## src/verilog/cnn_pkg.sv

```systemverilog
package cnn_pkg;
	localparam int PIX_W = 8;
	localparam int WT_W = 16;
	localparam int K_TAPS = 9;
	localparam int KWORD_W = K_TAPS * WT_W;
	localparam int ROM_DEPTH = 76;
	localparam int KADDR_W = 7;
	localparam int PROD_W = PIX_W + WT_W + 1;	// pixel gets a zero sign bit
	localparam int ACC_W = 28;
	localparam int OUT_W = 16;
	localparam int SHIFT_W = 4;
	localparam int IMG_W = 8;
	localparam int COL_W = $clog2(IMG_W);
	localparam int AXI_AW = 5;
	localparam int AXI_DW = 32;

	// saturation bounds of a signed 16-bit result
	localparam logic signed [ACC_W-1:0] SAT_HI = 32767;
	localparam logic signed [ACC_W-1:0] SAT_LO = -32768;

	localparam logic [AXI_AW-1:0] REG_KSEL_A = 5'h00;
	localparam logic [AXI_AW-1:0] REG_KSEL_B = 5'h04;
	localparam logic [AXI_AW-1:0] REG_SHIFT = 5'h08;
	localparam logic [AXI_AW-1:0] REG_CTRL = 5'h0c;	// bit 0 clears frame
	localparam logic [AXI_AW-1:0] REG_COUNT = 5'h10;	// read only

	localparam logic [1:0] RESP_OKAY = 2'b00;
	localparam logic [1:0] RESP_SLVERR = 2'b10;
endpackage

```

## src/verilog/conv_mac.sv

```systemverilog
`timescale 1ns/1ns

module conv_mac (
	input  logic clk,
	input  logic reset,
	input  logic stall,
	input  logic in_valid,
	input  logic [cnn_pkg::K_TAPS*cnn_pkg::PIX_W-1:0] win,
	input  logic [cnn_pkg::KWORD_W-1:0] kern,
	input  logic [cnn_pkg::SHIFT_W-1:0] shift,
	output logic [cnn_pkg::OUT_W-1:0] res,
	output logic res_valid
);
	import cnn_pkg::*;

	logic signed [PROD_W-1:0] prod [K_TAPS];
	logic signed [ACC_W-1:0] sum;
	logic signed [ACC_W-1:0] acc;
	logic signed [ACC_W-1:0] shifted;
	logic v1;
	logic v2;

	always_ff @(posedge clk) begin
		if (!stall) begin
			for (int k = 0; k < K_TAPS; k++) begin
				prod[k] <= $signed({1'b0, win[k*PIX_W +: PIX_W]}) *
					$signed(kern[k*WT_W +: WT_W]);
			end
		end
	end

	always_comb begin
		sum = '0;
		for (int k = 0; k < K_TAPS; k++) begin
			sum = sum + prod[k];	// sign extends to ACC_W
		end
	end

	assign shifted = acc >>> shift;

	always_ff @(posedge clk) begin
		if (!stall) begin
			acc <= sum;
			if (shifted > SAT_HI)
				res <= 16'h7fff;
			else if (shifted < SAT_LO)
				res <= 16'h8000;
			else
				res <= shifted[OUT_W-1:0];
		end
	end

	// valid bits follow the data through all three stages
	always_ff @(posedge clk) begin
		if (reset) begin
			v1 <= 1'b0;
			v2 <= 1'b0;
			res_valid <= 1'b0;
		end else if (!stall) begin
			v1 <= in_valid;
			v2 <= v1;
			res_valid <= v2;
		end
	end

endmodule

```

## config.mk

```make
export PLATFORM = sky130hd
export DESIGN_NAME = conv_mac
export DESIGN_NICKNAME = d
export VERILOG_FILES = /design/src/verilog/cnn_pkg.sv /design/src/verilog/conv_mac.sv
export SDC_FILE = /design/constraint.sdc
export NUM_CORES = 2
export LEC_CHECK = 0
export BUFFER_PORTS_ARGS = -buffer_cell sky130_fd_sc_hd__buf_2
export CORE_MARGIN = 2
export CORE_UTILIZATION = 40
export CTS_BUF_LIST = sky130_fd_sc_hd__clkbuf_4 sky130_fd_sc_hd__clkbuf_8
export CTS_CLUSTER_DIAMETER = 80
export CTS_CLUSTER_SIZE = 16
export DETAILED_ROUTE_END_ITERATION = 16
export PLACE_DENSITY = 0.57
export SKIP_LAST_GASP = 1
export SYNTH_ARGS = -nofsm -noshare
export SYNTH_HDL_FRONTEND = slang
export SYNTH_SLANG_ARGS = --single-unit
```

## constraint.sdc

```tcl
create_clock -name clk -period 16.6 [get_ports clk]
set_input_delay 2.49 -clock clk [delete_from_list [all_inputs] [get_ports clk]]
set_output_delay 2.49 -clock clk [all_outputs]
set_load 0.01 [all_outputs]
```

======== Word-level counts from Yosys, hierarchy flattened ========
Memory sizes are Yosys's and may differ from the RTL's.
Cells that the tools add are included.
word-level totals
  register bits after elaboration ......... 47
  output and inout port bits .............. 17
  memories ................................ 1
  memory bits (writable) .................. 225
  logic and storage cells ................. 28
  input bits .............................. 224
memory list
  memory  depth  bits a word  read ports  clocked after Yosys merged registers in  write ports  RTL line        RTL
  prod    9      25           9           0                                        9            conv_mac.sv:16  logic signed [PROD_W-1:0] prod [K_TAPS];
cells by class
  $add $sub $neg .......................... 8
  order comparisons ....................... 2
  muxes and demuxes ....................... 2
  multiply operators ...................... 9
  shift operators ......................... 1
operators with widths
  operator              number
  $mul 9x16->25         9
  $add 28x25->28        5
  $add 27x25->28        1
  $gt 28x16->1 const B  1
  $lt 28x16->1 const B  1
  $sshr 28x4->28        1
  $add 26x25->27        1
  $add 25x25->26        1
  $mux 16               1
  $mux 1                1

======== Longest topological paths before layout ========
  depth in word-level cells ............... 8
  depth in mapped cells ................... 22
  mapped depth without buffers ............ 20

======== Least setup slack after synthesis ========
Ideal clock, no wire load.
  kind .................................... input-to-reg
  start ................................... input stall
  end ..................................... register acc[0], enable pin
  slack ................................... 8.312 ns
  data arrival time ....................... 7.670 ns
  buffers on the path ..................... 0
  cell stages on the path ................. 1
  required time ........................... 15.982 ns
  library setup time ...................... 0.618 ns
  path through ............................ inv_1
RTL lines
  element               RTL line        RTL
  from (decl)           conv_mac.sv:6   input logic stall,
  to (signal assigned)  conv_mac.sv:43  acc <= sum;
  to (decl)             conv_mac.sv:18  logic signed [ACC_W-1:0] acc;
No word-level cell between the ends.

==> flow_summary_export.csv <==
group,metric,value,unit
status,status,"complete, no violations",
routing,ant_nets,0,
logic_synthesis,synthSimpleGateAreaFrac,13.75,%
clock_tree,clock_latency,660,ps
timing,setup-violations-final,0,
logic_synthesis,ys_types,83,
place,numPortBuffers,240,
logic_synthesis,synth_top_family_by_area,"adder cells",
routing,wire_per_inst,17.11,um
timing,fin_worst_skew,58.73,ps
timing,final-max-slew-violation-count,0,
routing,wl_met2,70.54,mm
routing,dr_wl_met3,5.280,mm
global_routing,grt_pass1_vias,41280,
logic_synthesis,synth_fa_ha_area_share,49.36,%
floorplanning,core_area,139900,um^2
floorplanning,die_w,379.9,um
clock_tree,cts_tree,"yes",
critical_path,worst_ep_arrival_time,7300,ps
timing,min_period,6883,ps
logic_synthesis,yosys-mux-area-fraction,1.357,%
clock_tree,post_cts_buffers,0,
routing,via_per_inst,4.791,
timing,final.setup.tns,0,ps
critical_path,crit_type,"input pin to flop",
timing,worst_slack,9717,ps
clock_tree,cts.clk_slew.worst_paths,90,ps
logic_synthesis,synth_area_leaders,"fa_1, edfxtp_1, inv_1",
layout,final_common_cell,"inv_1",
logic_synthesis,synth_xor_area_share,3.362,%
logic_synthesis,yosys.area.top_type,"fa_1",
timing,tightest_slew,1068,ps
routing,drc,0,
timing,min_period_over_period,41.47,%
critical_path,r2r-end,"acc[26]",
logic_synthesis,syn_area_per_cell,9.495,um^2
floorplanning,die_area,144300,um^2
layout,syn2layout_area_growth,6.435,%
critical_path,timing.rr.start,"prod[0][152]",
clock_tree,htreeDepth,1,
timing,fmax,145.3,MHz
logic_synthesis,synthCells,5953,
layout,nets,7910,
timing,hold_slack,524.4,ps
routing,dr.pass1.iters,5,
floorplanning,die_y,379.9,um
logic_synthesis,yosysTopAreaCellShare,38.78,%
place,hpwl,117.7,mm
clock_tree,cts_root_buffer,"clkbuf_8",
global_routing,antenna_found_initial,13,
global_routing,grt_pass1_wl,225.0,mm
layout,layout-drive-gt1-share,5.357,%
place,dp_slack,9035,ps
worst_hold_path,holdPathStages,2,
logic_synthesis,yosys_warnings,0,
logic_synthesis,ys_ff_latch,272,
logic_synthesis,synthArstFlopShare,0,%
logic_synthesis,netlist_area,56530,um^2
worst_hold_path,hp-class,"flop to flop",
logic_synthesis,synth_ff_type,"edfxtp_1",
critical_path,reg2reg_depth,18,
clock_tree,cts_sinks,272,
critical_path,reg2reg_slack,11020,ps
floorplanning,rows,137,
logic_synthesis,synth_compound_area_share,6.109,%
clock_tree,cts_resized,0,
layout,final_cell_mix,"inv_1, fa_1, nand2_1",
timing,max_slew_margin,28.83,%
routing,drtIter0Drc,1814,
critical_path,crit_path_start_kind,"input pin",
critical_path,critPathMaxFanout,16,
clock_tree,cts_hold_buffers,0,
routing,top_layer_used,"met5",
global_routing,grt_max_degree,111,
timing,rsz0062_at_grt,"false",
worst_hold_path,min_to,"res_valid",
routing,m1WireLength,59.31,mm
worst_hold_path,hp-start,"v2",
timing,hold_violations,0,
clock_tree,numCtsBuffers,24,
clock_tree,cts.path.max_buffers,3,
global_routing,grt_overflow,0,
routing,vias,38350,
floorplanning,initial_core_util,40.41,%
run,drv_cap,0,
floorplanning,num_io_pins,241,
place,gp_congestion,0.9029,
critical_path,critPathRequiredTime,17020,ps
critical_path,endpoint_kind,"flop",
logic_synthesis,syn-num-nets,7750,
routing,wl,137.0,mm
logic_synthesis,yosysSeqAreaShare,14.40,%
global_routing,grt.total_usage,19.51,%
logic_synthesis,synth-edff-count,269,
[critical path, cell delays in order]
cell	delay, ps
buf_2	310
nand2_1	130
fa_1	520
inv_1	50
fa_1	480
fa_1	550
inv_1	50
fa_1	470
inv_1	40
ha_1	340
a21o_1	180
a21o_1	200
a21oi_1	290
a2bb2oi_1	190
o21ai_0	130
a2111oi_0	510
o21bai_1	100
a21oi_1	180
xnor2_1	80
[how the worst max path moves through the flow]
stage,from,endpoint,slack (ps),cells after the start
2_1_floorplan,stall,acc[0],8310,1
3_3_place_gp,win[56],prod[0][199],9000,18
3_5_place_dp,win[56],prod[0][198],9040,19
4_1_cts,win[8],prod[0][49],9760,18
5_1_grt,win[57],prod[0][198],9400,19
6_report,win[57],prod[0][198],9720,19
[cell families after synthesis]
logic type | Yosys count
compound gates | 539
xor+xnor | 217
fa+ha+maj | 1573
buf+inv | 1741
flops | 272
mux | 59
simple gates | 1552
[cells in the mapped netlist, drive strengths merged, types with 31 or more instances]
cell type and n:
xnor2 158, mux2i 35, xor2 59, clkbuf 94, ha 478, inv 1633
nand2 644, nor2b 31, nor2 147, o21ai 103, a21oi 188, a21o 77
o21a 34, edfxtp 269, and2 604, fa 1095
[layer usage]
layer | GRT usage, % | up-vias
met5 | 0 | -
met1 | 25.77 | 19516
met3 | 2.263 | 118
met2 | 35.13 | 563
li1 | - | 18137
met4 | 2.506 | 16
[through the flow]
step	cells	util [%]	cell area [um^2]
4_1_cts	7999	43.00	60150
3_3_place_gp	7963	42.63	59630
3_5_place_dp	7963	42.63	59630
5_1_grt	8002	43.01	60160
6_report	8005	43.01	60160
2_1_floorplan	5953	-	56530
[flip-flops by register name, summed over array words and instances, names as in the netlist]
signal / flops
res_valid: 1
v2: 1
res: 16
acc: 28
prod: 225
v1: 1
[final cells by class]
type,count,area (um^2)
clock inverter,10,168.9
clock buffer,26,345.3
sequential,272,8138
inverter,1633,6137
multi-input combinational,3940,41800
antenna,6,15.01
fill,13858,79710
tap,1876,2347
timing repair buffer,242,1216
Power is left out: the tool's default activity adds up to more than one toggle a clock period on the data nets, which glitch-free logic cannot reach.
