[src/verilog/cnn_pkg.sv]
package cnn_pkg;
	localparam int PIX_W = 8;
	localparam int WT_W = 16;
	localparam int K_TAPS = 9;
	localparam int KWORD_W = K_TAPS * WT_W;
	localparam int ROM_DEPTH = 76;
	localparam int KADDR_W = 7;
	localparam int PROD_W = PIX_W + WT_W + 1;	// pixel gets a zero sign bit
	localparam int ACC_W = 28;
	localparam int OUT_W = 16;
	localparam int SHIFT_W = 4;
	localparam int IMG_W = 8;
	localparam int COL_W = $clog2(IMG_W);
	localparam int AXI_AW = 5;
	localparam int AXI_DW = 32;

	// saturation bounds of a signed 16-bit result
	localparam logic signed [ACC_W-1:0] SAT_HI = 32767;
	localparam logic signed [ACC_W-1:0] SAT_LO = -32768;

	localparam logic [AXI_AW-1:0] REG_KSEL_A = 5'h00;
	localparam logic [AXI_AW-1:0] REG_KSEL_B = 5'h04;
	localparam logic [AXI_AW-1:0] REG_SHIFT = 5'h08;
	localparam logic [AXI_AW-1:0] REG_CTRL = 5'h0c;	// bit 0 clears frame
	localparam logic [AXI_AW-1:0] REG_COUNT = 5'h10;	// read only

	localparam logic [1:0] RESP_OKAY = 2'b00;
	localparam logic [1:0] RESP_SLVERR = 2'b10;
endpackage

[src/verilog/conv_regs.sv]
`timescale 1ns/1ns

module conv_regs (
	input  logic clk,
	input  logic reset,
	input  logic [cnn_pkg::AXI_AW-1:0] awaddr,
	input  logic awvalid,
	output logic awready,
	input  logic [cnn_pkg::AXI_DW-1:0] wdata,
	input  logic [cnn_pkg::AXI_DW/8-1:0] wstrb,
	input  logic wvalid,
	output logic wready,
	output logic [1:0] bresp,
	output logic bvalid,
	input  logic bready,
	input  logic [cnn_pkg::AXI_AW-1:0] araddr,
	input  logic arvalid,
	output logic arready,
	output logic [cnn_pkg::AXI_DW-1:0] rdata,
	output logic [1:0] rresp,
	output logic rvalid,
	input  logic rready,
	input  logic out_fire,
	output logic [cnn_pkg::KADDR_W-1:0] ksel_a,
	output logic [cnn_pkg::KADDR_W-1:0] ksel_b,
	output logic [cnn_pkg::SHIFT_W-1:0] shift,
	output logic frame_clear
);
	import cnn_pkg::*;

	logic aw_full;
	logic w_full;
	logic [AXI_AW-1:0] wr_addr;
	logic [7:0] wr_byte;	// all fields fit in byte lane 0
	logic wr_lane0;
	logic wr_ok;
	logic do_write;
	logic [AXI_DW-1:0] count;
	logic [AXI_DW-1:0] rd_data;
	logic [1:0] rd_resp;

	assign do_write = aw_full && w_full && !bvalid;
	assign wr_ok = wr_addr inside {REG_KSEL_A, REG_KSEL_B, REG_SHIFT, REG_CTRL};

	always_ff @(posedge clk) begin
		if (awvalid && awready)
			wr_addr <= awaddr;
		if (wvalid && wready) begin
			wr_byte <= wdata[7:0];
			wr_lane0 <= wstrb[0];
		end
		if (do_write)
			bresp <= wr_ok ? RESP_OKAY : RESP_SLVERR;
		if (arvalid && arready) begin
			rdata <= rd_data;
			rresp <= rd_resp;
		end
	end

	always_ff @(posedge clk) begin
		if (reset) begin
			awready <= 1'b0;
			wready <= 1'b0;
			aw_full <= 1'b0;
			w_full <= 1'b0;
			bvalid <= 1'b0;
			ksel_a <= '0;
			ksel_b <= '0;
			shift <= '0;
			frame_clear <= 1'b0;
		end else begin
			awready <= awvalid && !awready && !aw_full && !bvalid;	// one-cycle pulse
			wready <= wvalid && !wready && !w_full && !bvalid;
			if (awvalid && awready)
				aw_full <= 1'b1;
			if (wvalid && wready)
				w_full <= 1'b1;
			frame_clear <= 1'b0;
			if (do_write) begin
				aw_full <= 1'b0;
				w_full <= 1'b0;
				bvalid <= 1'b1;
				if (wr_lane0) begin
					case (wr_addr)
						REG_KSEL_A: ksel_a <= wr_byte[KADDR_W-1:0];
						REG_KSEL_B: ksel_b <= wr_byte[KADDR_W-1:0];
						REG_SHIFT: shift <= wr_byte[SHIFT_W-1:0];
						REG_CTRL: frame_clear <= wr_byte[0];
						default: ;
					endcase
				end
			end else if (bvalid && bready) begin
				bvalid <= 1'b0;
			end
		end
	end

	always_comb begin
		rd_data = '0;
		rd_resp = RESP_OKAY;
		case (araddr)
			REG_KSEL_A: rd_data = AXI_DW'(ksel_a);
			REG_KSEL_B: rd_data = AXI_DW'(ksel_b);
			REG_SHIFT: rd_data = AXI_DW'(shift);
			REG_CTRL: rd_data = '0;	// write only
			REG_COUNT: rd_data = count;
			default: rd_resp = RESP_SLVERR;
		endcase
	end

	always_ff @(posedge clk) begin
		if (reset) begin
			arready <= 1'b0;
			rvalid <= 1'b0;
		end else begin
			arready <= arvalid && !arready && !rvalid;
			if (arvalid && arready)
				rvalid <= 1'b1;
			else if (rvalid && rready)
				rvalid <= 1'b0;
		end
	end

	always_ff @(posedge clk) begin
		if (reset)
			count <= '0;
		else if (out_fire)
			count <= count + 1'b1;	// wraps
	end

endmodule

[config.mk]
export PLATFORM = sky130hd
export DESIGN_NAME = conv_regs
export DESIGN_NICKNAME = d
export VERILOG_FILES = /design/src/verilog/cnn_pkg.sv /design/src/verilog/conv_regs.sv
export SDC_FILE = /design/constraint.sdc
export NUM_CORES = 1
export LEC_CHECK = 0
export BUFFER_PORTS_ARGS = -buffer_cell sky130_fd_sc_hd__buf_2
export CORE_ASPECT_RATIO = 1.2
export CORE_MARGIN = 2
export CORE_UTILIZATION = 56
export DETAILED_ROUTE_END_ITERATION = 16
export GPL_TIMING_DRIVEN = 1
export PLACE_DENSITY_LB_ADDON = 0.2
export SLEW_MARGIN = 20
export SYNTH_ARGS = -nofsm -noshare
export SYNTH_HDL_FRONTEND = slang
export SYNTH_SLANG_ARGS = --single-unit
[constraint.sdc]
create_clock -name clk -period 3.6 [get_ports clk]
set_clock_uncertainty 0.2 [all_clocks]
set_input_delay 0.18 -clock clk [delete_from_list [all_inputs] [get_ports clk]]
set_output_delay 0.18 -clock clk [all_outputs]
set_load 0.1 [all_outputs]
==> Yosys cells after proc, flatten, opt, wreduce, memory -nomap -nowiden <==
Index checks and enable logic that the tools add are counted.
{ "op_classes": {"n_addsub": 1, "eq_ne": 7, "n_mux": 7, "bitwise_logic": 3, "n_reduce_logical": 33} }
{ "op_table": {"columns": ["operator", "count"], "rows": [
  ["case mux 32 bit (4 select lines)", 1],
  ["adder 32 x 1 -> 32 bit (second input constant)", 1],
  ["equality test 5 x 4 -> 1 bit (second input constant)", 4],
  ["logical AND 1 bit", 15],
  ["equality test 5 x 3 -> 1 bit (second input constant)", 2],
  ["logical NOT 5 bit", 2],
  ["AND reduction 3 bit", 3],
  ["logical NOT 1 bit", 7],
  ["equality test 5 bit (second input constant)", 1],
  ["OR reduction 5 bit", 1],
  ["2-to-1 mux 1 bit", 4],
  ["2-to-1 mux 2 bit", 2],
  ["nonzero test 2 bit", 2],
  ["nonzero test 4 bit", 1],
  ["OR reduction 4 bit", 1],
  ["inverter 1 bit", 3],
  ["OR reduction 2 bit", 1]
]} }
{ "totals": {"reg_bits": 107, "inputBits": 54, "out_inout_bits": 60, "elab_cells": 69} }

==> Logic depth before layout (Yosys ltp) <==
Gate-level depths: netlist (run 1).
{ "logic_depth": {"word_depth": 4, "ltp_mapped": 6, "depth_no_buf": 5} }

==> Least setup slack after synthesis (run 1) <==
No wires, ideal clock.
{ "synth_path": {"path_kind": "flip-flop to flip-flop", "start": "register arready", "end": "register rdata[0] (netlist bit) (enable)", "setup_ns": 0.394, "t_arrival_ns": 1.907, "t_required_ns": 3.006, "path_slack_ns": 1.099, "path_stages_with_launch": 2, "path_buffers": 0, "synth_period_minus_slack_ns": 2.501, "path_cell_list": "dfxtp_1 and2_1"} }
{ "synth_between": {"elab_chain_len": 1} }
{ "synth_rtl": {"columns": ["item", "line_no", "text"], "rows": [
  ["start: declaration", "conv_regs.sv:18", "output logic arready,"],
  ["start signal: assignment", "conv_regs.sv:116", "arready <= arvalid && !arready && !rvalid;"],
  ["logical AND 1 bit", "conv_regs.sv:54", "if (arvalid && arready) begin"],
  ["end signal: assignment", "conv_regs.sv:55", "rdata <= rd_data;"],
  ["end: declaration", "conv_regs.sv:19", "output logic [cnn_pkg::AXI_DW-1:0] rdata,"]
]} }
No other way between the ends.
A chain may end at the register's enable or synchronous reset.

==> Worst setup path in the final report (run 1) <==
{ "layout_path": {"start": "register count[14]", "end": "register count[31]"} }
{ "layout_between": {"elab_chain_len": 1} }
{ "layout_rtl": {"columns": ["item", "line_no", "text"], "rows": [
  ["start: declaration", "conv_regs.sv:38", "logic [AXI_DW-1:0] count;"],
  ["start signal: assignment", "conv_regs.sv:128", "count <= count + 1'b1;"],
  ["adder 32 x 1 -> 32 bit", "conv_regs.sv:128", null]
]} }
No other way between the ends.

==> flow_summary.toml, run 1 <==
[finish]
diodes = 0
nets = 537
layout_commonest_cell = "buf_2"
area_delta_synth_final_pct = 20.5
fillers = 581
multi_input_area_sq_mm = 0.00162
most-common-layout-cells = "83 x buf_2, 58 x dfxtp_1, 47 x edfxtp_1"
regArea_sq_mm = 0.00257
drive_gt1_share_pct = 21.8

[setup_path]
path_class = "flop to flop"
r2r_start = "count[14]"
cp_max_fo = 17
worstSetupStartpointType = "flop"
ff2ff_path_depth = 4
regToRegEndpoint = "count[31]"
critPathRequiredTime_ns = 3.68
setup.worst_path.end_class = "flop"
cp_data_arrival_time_ns = 2.54
rrSetupSlack_ns = 1.14

[grt]
grt_overflow = 0
grt_max_degree = 59
antenna_found_initial = 0
grt_usage_pct = 20.5
grt_pass1_wl_microns = 13700
grt_pass1_vias = 3038

[logic_synthesis]
syn_area_sq_mm = 0.00432
syn_area_per_cell_sq_um = 11.2
ys_top_cells_by_area = "edfxtp_1 33%, dfxtp_1 27%, mux2i_1 4.2%"
ys_types = 42
synthCells = 387
ys_ff_latch = 105
ys_seq_area_share_pct = 59.6
synth_area_leader_cell = "edfxtp_1"
ys.warnings.count = 0
synth.top_cell.area_share_pct = 32.7

[hold_path]
hold_start = "out_fire"
hold_depth = 3
hold_end = "count[0]"
hold_path.class = "primary input to flop"

[clocking]
path_clk_slew_ns = 0.10
worstSkewPairLatency_ns = 0.36
cts_tree = "built"
clockRootBuffer = "clkbuf_8"
htree_levels = 3
numCtsBuffers = 9
ctsLongestPathBuffers = 2
cts.sinks = 105
post_cts_buffers = 0

[sta]
fmax_mhz = 406
timing.final.crit_share_pct = 68.3
drv_slew = 0
setup_tns_ns = 0
rsz0062_at_grt = "false"
worst_slew_pin_slew_ns = 1.02
period_minus_slack_ns = 2.46
slew_headroom_pct = 31.8
hold_viol_final = 0
setup_viol = 0

[floorplan]
design.core.area_sq_mm = 0.00758
dieArea_sq_mm = 0.00843
design.portCount = 114
die_y_microns = 100
die_x_microns = 84.1
initial_utilization_pct = 57.0
fp-row-count = 35

[power_and_ir_drop]
p_total_mw = 2.21
leakagePower_nw = 1.97
pwr-share-seq_pct = 57.2
ir_worst_vdd_uv = 341
p_clk_share_pct = 36.6
intPower_mw = 1.72
p_comb_share_pct = 6.1
swShare_pct = 22.1
p_switching_mw = 0.489
power_density_mw_per_mm2 = 426

[placed_design]
port_buffers = 83
hpwl_microns = 5540
gp_congestion = 0.799

[detailed_routing]
wirelength_microns = 8410
dr.pass1.iters = 4
wl_per_cell_microns = 14.5
drc = 0
postRouteAntennaNets = 0
routed_via_density = 5.56
dr.first_iter.drc_count = 252
vias = 3221

[flow_run]
drv_cap = 0

[outcome]
status = "completed"
[metrics by stage]
| step | hold slack (ns) | cells | utilization, % | setup slack, ns | area (sq um) |
|---|---|---|---|---|---|
| 2_1_floorplan | 0.0789 | 388 | - | 1.10 | 4320 |
| 3_3_place_gp | 0.156 | 542 | 62.8 | 1.25 | 4760 |
| 3_5_place_dp | 0.158 | 542 | 62.8 | 1.20 | 4760 |
| 4_1_cts | 0.0276 | 579 | 68.6 | 1.16 | 5200 |
| 5_1_grt | 0.0592 | 579 | 68.6 | 1.02 | 5200 |
| 6_report | 0.0419 | 579 | 68.6 | 1.14 | 5200 |
[power groups by stage]
| stage | clock network (mW) | registers [mW] | logic (mW) |
|---|---|---|---|
| floorplan | 0 | 1.34 | 0.0435 |
| global placement | 0 | 1.29 | 0.117 |
| detailed placement | 0 | 1.29 | 0.118 |
| CTS | 0.824 | 1.27 | 0.136 |
| global route | 0.868 | 1.27 | 0.144 |
| finish | 0.811 | 1.27 | 0.136 |
[Yosys cell counts]
cell / instances
a21oi_1: 21
a22oi_1: 11
and2_1: 27
and2_2: 1
and3_1: 3
and4_1: 1
and4_2: 1
buf_1: 1
buf_2: 1
buf_4: 2
buf_6: 1
clkbuf_1: 17
conb_1: 1
dfxtp_1: 58
edfxtp_1: 47
ha_1: 1
inv_1: 7
mux2i_1: 18
nand2_1: 22
nand2b_1: 1
nand3_1: 13
nand3b_1: 1
nand4_1: 9
nand4_2: 2
nand4b_1: 2
nor2_1: 36
nor3_1: 7
nor3b_1: 2
nor4_1: 3
nor4_4: 2
nor4b_1: 3
nor4b_2: 1
o21ai_0: 1
o21ai_1: 4
o21ba_1: 1
o31a_1: 1
o31ai_1: 16
or2_1: 3
or3_1: 7
or4_1: 20
xnor2_1: 6
xor2_1: 5
[worst max-delay path, cell delays in order (launching register included)]
cell,delay (ns)
dfxtp_1,0.46
nand4_2,0.17
or4_1,0.81
or4_1,0.59
a21oi_1,0.14
[what timing repair did]
action	4_1_cts	5_1_grt
endpoints found under the hold margin	19	0
gates resized for setup	0	0
hold buffers	21	0
[cell families (layout without fill, tap and decap cells)]
group,count (synthesis),after routing,share of synthesized area (%)
AND/OR/NAND/NOR,167,167,22.6
other,1,2,0.0869
XOR/XNOR,11,11,2.23
buffers and inverters,29,128,2.90
flip-flops,105,105,59.6
multiplexers,18,18,4.17
adder cells (fa/ha/maj),1,1,0.290
AO/OA/AOI/OAI,55,55,8.14
[worst max-delay path by stage]
stage,slack [ns],to,start,cells past startpoint
2_1_floorplan,1.10,rdata[0],arready,1
4_1_cts,1.16,count[31],count[14],4
6_report,1.14,count[31],count[14],4
5_1_grt,1.02,count[31],count[14],4
3_3_place_gp,1.25,count[31],count[14],4
3_5_place_dp,1.20,count[31],count[14],4
[sequential cells by signal, summed over array words and instances, names as in the netlist]
register,flops
count,32
rdata,32
ksel_a,7
ksel_b,7
wr_byte,7
wr_addr,5
shift,4
arready,1
aw_full,1
awready,1
bresp,1
bvalid,1
frame_clear,1
rresp,1
rvalid,1
w_full,1
wr_lane0,1
wready,1
[routing by layer]
| layer | track usage [%] | share of wire, % | vias up |
|---|---|---|---|
| met1 | 23.2 | 41 | 1487 |
| li1 | - | - | 1611 |
| met5 | 0 | 0 | - |
| met4 | 10.7 | 2.4 | 0 |
| met3 | 6.25 | 6.2 | 19 |
| met2 | 34.9 | 50 | 104 |
[area by class of cell]
cell class	instances	area share, %
multi-input combinational	254	31.2
timing repair buffer	105	12.2
tap	92	2.21
clock inverter	4	1.44
clock buffer	12	2.98
inverter	7	0.505
sequential	105	49.5
Power figures use the tool's default switching activity.
==> run 2: changes to the inputs <==
--- a/config.mk
+++ b/config.mk
@@ -8,7 +8,7 @@
 export BUFFER_PORTS_ARGS = -buffer_cell sky130_fd_sc_hd__buf_2
 export CORE_ASPECT_RATIO = 1.2
 export CORE_MARGIN = 2
-export CORE_UTILIZATION = 56
+export CORE_UTILIZATION = 52
 export DETAILED_ROUTE_END_ITERATION = 16
 export GPL_TIMING_DRIVEN = 1
 export PLACE_DENSITY_LB_ADDON = 0.2
==> constraint.sdc (replaced) <==
create_clock -name clk -period 2.5 [get_ports clk]
set_clock_uncertainty 0.2 [all_clocks]
set_input_delay 0.125 -clock clk [delete_from_list [all_inputs] [get_ports clk]]
set_output_delay 0.125 -clock clk [all_outputs]
set_load 0.1 [all_outputs]
==> run 2 against run 1 <==
Against the previous run: sequential power up 43%; total power rose by 42%; clock power is 38% higher; first-iteration DRC count decreased by 35%; clock-buffer cell count is 1 lower; global-route usage is 0.72 points lower; die area up 7.3%; fmax up 8.6%; via count grew 0.59%; core utilization shrank 3.8 points; worst setup slack got worse by 0.91 ns; hold slack improved by 0.15 ns; largest power group unchanged; highest routed layer unchanged.
==> flow_summary.toml, run 2 (synthesis gave the netlist of run 1 again) <==
[sta]
timing.final.crit_share_pct = 90.7
rsz0062_at_grt = "false"
period_minus_slack_ns = 2.27
setup_tns_ns = 0
fmax_mhz = 441
setup_ws_ns = 0.234
drv_slew = 0
setup_viol = 0
worst_slew_pin_slew_ns = 1.06
hold_viol_final = 0
slew_headroom_pct = 29.1

[finish]
multi_input_area_sq_mm = 0.00163
largest_registers = "count (32), rdata (32)"
regArea_sq_mm = 0.00257
most-common-layout-cells = "83 x buf_2, 58 x dfxtp_1, 47 x edfxtp_1"
area_delta_synth_final_pct = 21.9
drive_gt1_share_pct = 23.2
nets = 546
fillers = 656
layout_commonest_cell = "buf_2"
diodes = 0

[floorplan]
dieArea_sq_mm = 0.00905
design.core.area_sq_mm = 0.00811
fp-row-count = 36
die_y_microns = 104
design.portCount = 114
die_x_microns = 87.2
initial_utilization_pct = 53.2

[grt]
grt_max_degree = 59
grt_pass1_wl_microns = 14300
grt_usage_pct = 19.8
grt_overflow = 0
grt_pass1_vias = 3070
antenna_found_initial = 0

[hold_path]
hold_path.class = "primary input to flop"
hold_start = "araddr[2]"

[setup_path]
cp_max_fo = 7
path_cells = "ha_1 -> nand4_1 -> or4_1 -> or4_1 -> a21oi_1"
worstSetupStartpointType = "flop"
cp_data_arrival_time_ns = 2.35
slowest_stage = "or4_1"
r2r_start = "count[1]"
cp_common_cell = "or4_1"
path_class = "flop to flop"
critPathRequiredTime_ns = 2.59
setup.worst_path.end_class = "flop"
critical-path-max-stage-delay_ns = 0.55
cp-startpoint = "count[1]"

[detailed_routing]
drc = 0
vias = 3240
dr.pass1.iters = 4
dr.first_iter.drc_count = 165
wirelength_microns = 8480
wl_per_cell_microns = 14.3
routed_via_density = 5.48
postRouteAntennaNets = 0

[power_and_ir_drop]
leakagePower_nw = 2.01
ir_worst_vdd_uv = 397
power_density_mw_per_mm2 = 597
p_comb_share_pct = 6.4
intPower_mw = 2.43
p_clk_share_pct = 35.5
pwr-share-seq_pct = 58.1
swShare_pct = 22.6
p_switching_mw = 0.711

[placed_design]
hpwl_microns = 5720
gp_congestion = 0.783
place_ws_ns = 0.113
port_buffers = 83

[clocking]
htree_levels = 3
cts_tree = "built"
cts.sinks = 105
ctsLongestPathBuffers = 2
post_cts_buffers = 0
worstSkewPairLatency_ns = 0.36
numCtsBuffers = 9
path_clk_slew_ns = 0.09
clockRootBuffer = "clkbuf_8"

[flow_run]
drv_cap = 0

[outcome]
status = "completed"
-- run 2: changes by cell type in the layout (fill, tap and decap cells not counted) --
cell,previous run,this run
clkinv_2,0,1
clkbuf_8,11,9
clkbuf_1,1,2
or4_4,0,1
and2_2,1,2
buf_4,1,9
or4_1,20,19
and2_1,27,26
dlygate4sd3_1,21,22
-- run 2: what timing repair did --
item,in CTS,in global routing
hold buffers,22,0
hold endpoints to repair,20,0
resized for setup,0,1
endpoints found under the setup margin,0,3
-- run 2: metal layers --
metal / track usage [%] / vias to the layer above / wire length, microns
met1: 24.7 / 1504 / 3570
met3: 4.54 / 12 / 447
li1: - / 1633 / -
met4: 8.57 / 0 / 170
met5: 0 / - / 0
met2: 32.4 / 91 / 4290
-- run 2: critical path: cells and delay by family (launching register included) --
family	cells	cell delay [ns]
AOI/OAI and AO/OA	1	0.14
adders and majority gates	1	0.22
DFF	1	0.49
and+or+nand+nor	3	1.15
-- run 2: worst paths after layout --
check | depth (start not counted) | to | slack [ns]
min | 4 | rdata[3] | 0.19
min reg2reg | 1 | arready | 0.26
max reg2reg | 5 | count[30] | 0.23
max | 5 | count[30] | 0.23
-- run 2: through the flow --
stage | power (mW) | util [%] | hold WS (ns) | area [sq um] | cells
6_report | 3.14 | 64.9 | 0.194 | 5260 | 591
3_3_place_gp | 2.03 | 59.5 | 0.102 | 4820 | 553
2_1_floorplan | 1.99 | - | 0.0239 | 4320 | 388
4_1_cts | 3.15 | 64.8 | 0.181 | 5260 | 591
5_1_grt | 3.25 | 64.9 | 0.222 | 5260 | 591
3_5_place_dp | 2.04 | 59.5 | 0.103 | 4820 | 553
-- run 2: power by group through the flow --
stage               Sequential (mW)  Clock, mW  Combinational, mW
finish                         1.82       1.12              0.200
global route                   1.83       1.21              0.212
CTS                            1.82       1.13              0.199
detailed placement             1.86          0              0.173
global placement               1.86          0              0.170
floorplan                      1.93          0             0.0627
-- run 2: area by class of cell --
| type | count | share of cell area, % |
|---|---|---|
| clock buffer | 11 | 2.50 |
| clock inverter | 5 | 1.52 |
| multi-input combinational | 254 | 30.9 |
| tap | 95 | 2.26 |
| sequential | 105 | 48.9 |
| timing repair buffer | 114 | 13.4 |
| inverter | 7 | 0.500 |
==> run 3: changes to the inputs <==
==> constraint.sdc (replaced) <==
create_clock -name clk -period 2.5 [get_ports clk]
set_clock_uncertainty 0.2 [all_clocks]
set_input_delay 0.375 -clock clk [delete_from_list [all_inputs] [get_ports clk]]
set_output_delay 0.375 -clock clk [all_outputs]
set_load 0.1 [all_outputs]
==> run 3 against run 2 <==
Against the previous run: final area shrank 1.9%; sequential cell count unchanged; critical path type unchanged; worst setup slack lost 0.012 ns; via count is 0.56% lower; first-iteration DRC count is 13% higher; highest routed layer unchanged; register-to-register slack barely moved; critical endpoint is now count[27].
==> flow_summary.toml, run 3 (synthesis gave the netlist of run 1 again) <==
[clocking]
path_clk_slew_ns = 0.10
cts.sinks = 105
clockRootBuffer = "clkbuf_8"
ctsLongestPathBuffers = 2
htree_levels = 3
cts_tree = "built"
numCtsBuffers = 9
worstSkewPairLatency_ns = 0.38
cts_resized = 0

[detailed_routing]
wl_per_cell_microns = 14.9
drc = 0
dr_wl_met3_microns = 351
routed_via_density = 5.52
wirelength_microns = 8690
dr.pass1.iters = 4
postRouteAntennaNets = 0
route.met2.wl_microns = 4560
vias = 3222
met1Wirelength_microns = 3570
dr.first_iter.drc_count = 187
highest_layer = "met4"

[setup_path]
cp_data_arrival_time_ns = 2.39
path_class = "flop to flop"
setup.worst_path.end = "count[27]"
slowest_stage = "or4_1"
critical_path_buf_inv_count = 1
setup.worst_path.end_class = "flop"
cp_max_fo = 17
critPathRequiredTime_ns = 2.61
worstSetupStartpointType = "flop"
rrSetupSlack_ns = 0.22
regToRegEndpoint = "count[27]"
path_delay_family = "simple AND/OR/NAND/NOR gates"
r2r_start = "count[14]"
cp_common_cell = "or4_1"
path_cells = "nand4_2 -> or4_1 -> buf_4 -> or4_1 -> a21oi_1"
cp-startpoint = "count[14]"
ff2ff_path_depth = 5
critical-path-max-stage-delay_ns = 0.56
cp.depth = 5

[floorplan]
die_x_microns = 87.2
fp-row-count = 36
design.portCount = 114
dieArea_sq_mm = 0.00905
design.core.area_sq_mm = 0.00811
initial_utilization_pct = 53.2
die_y_microns = 104

[finish]
nets = 539
drive_gt1_share_pct = 23.9
fin_cells = 584
fillers = 681
area_delta_synth_final_pct = 19.6
most-common-layout-cells = "83 x buf_2, 58 x dfxtp_1, 47 x edfxtp_1"
diodes = 0
largest_registers = "count (32), rdata (32)"
layout_commonest_cell = "buf_2"
multi_input_area_sq_mm = 0.00162
regArea_sq_mm = 0.00257

[sta]
setup_tns_ns = 0
setup_viol = 0
drv_slew = 0
fmax_mhz = 439
period_minus_slack_ns = 2.28
rsz0062_at_grt = "false"
slew_headroom_pct = 43.0
setup_ws_ns = 0.221
hold_viol_final = 0
fin_hold_ws_ns = 0.0566
worst_slew_pin_slew_ns = 0.855
timing.final.crit_share_pct = 91.2

[flow_run]
drv_cap = 0

[grt]
grt_usage_pct = 20.6
grt_overflow = 0
grt_pass1_wl_microns = 14600
antenna_found_initial = 0
grt_max_degree = 48
grt_pass1_vias = 3067

[placed_design]
port_buffers = 83
numPlacedInstances = 555
hpwl_microns = 5980
gp_congestion = 0.782
place_ws_ns = 0.238

[outcome]
status = "completed"

[power_and_ir_drop]
ir_worst_vdd_uv = 468
power_density_mw_per_mm2 = 589
leakagePower_nw = 1.99

[hold_path]
hold_path.class = "primary input to flop"
==> run 3: cell types whose count changed in the layout (fill, tap and decap cells not counted), sizes merged <==
cell / previous run / this run
bufinv: 2 / 0
dlygate4sd3: 22 / 13
inv: 7 / 8
clkinvlp: 2 / 0
clkinv: 1 / 3
clkbuf: 11 / 12
buf: 92 / 94
==> run 3: worst min-delay path by stage <==
stage | from | end | cells after the start
4_1_cts | awvalid | awready | 2
6_report | awvalid | awready | 2
5_1_grt | arvalid | arready | 2
3_5_place_dp | awready | awready | 1
2_1_floorplan | w_full | wready | 1
3_3_place_gp | wready | wready | 1
==> run 3: worst register-to-register path: cells and delay by family (launching register included) <==
kind                   cells  cell delay (ns)
AND/OR/NAND/NOR            3             1.21
buffers and inverters      1             0.21
AO/OA/AOI/OAI              1             0.16
flip-flops                 1             0.44
==> run 3: where the power goes <==
part           total [mW]  leakage (nW)  internal (mW)  switching, mW
Sequential           1.82         0.945           1.81         0.0165
Clock                1.03         0.102          0.450          0.576
Combinational       0.192         0.939         0.0520          0.140
==> run 3: routing by layer <==
layer | GRT usage [%] | up-vias
li1 | - | 1611
met4 | 10.7 | 0
met3 | 3.43 | 13
met5 | 0 | -
met1 | 24.6 | 1525
met2 | 34.9 | 73
==> run 3: area by class of cell <==
class / instances / share of cell area [%]
inverter: 7 / 0.509
tap: 95 / 2.30
multi-input combinational: 254 / 31.5
clock inverter: 4 / 0.485
timing repair buffer: 107 / 12.2
clock buffer: 12 / 3.22
sequential: 105 / 49.8
==> run 3: timing repair <==
action,4_1_cts,5_1_grt
endpoints found under the hold margin,13,0
buffers inserted,0,0
hold buffers,13,0
==> run 3: metrics by stage <==
stage	util, %	power, mW	area, sq um
2_1_floorplan	-	1.99	4320
3_3_place_gp	59.7	2.04	4840
3_5_place_dp	59.7	2.04	4840
4_1_cts	63.7	3.06	5160
5_1_grt	63.7	3.15	5160
6_report	63.7	3.04	5160
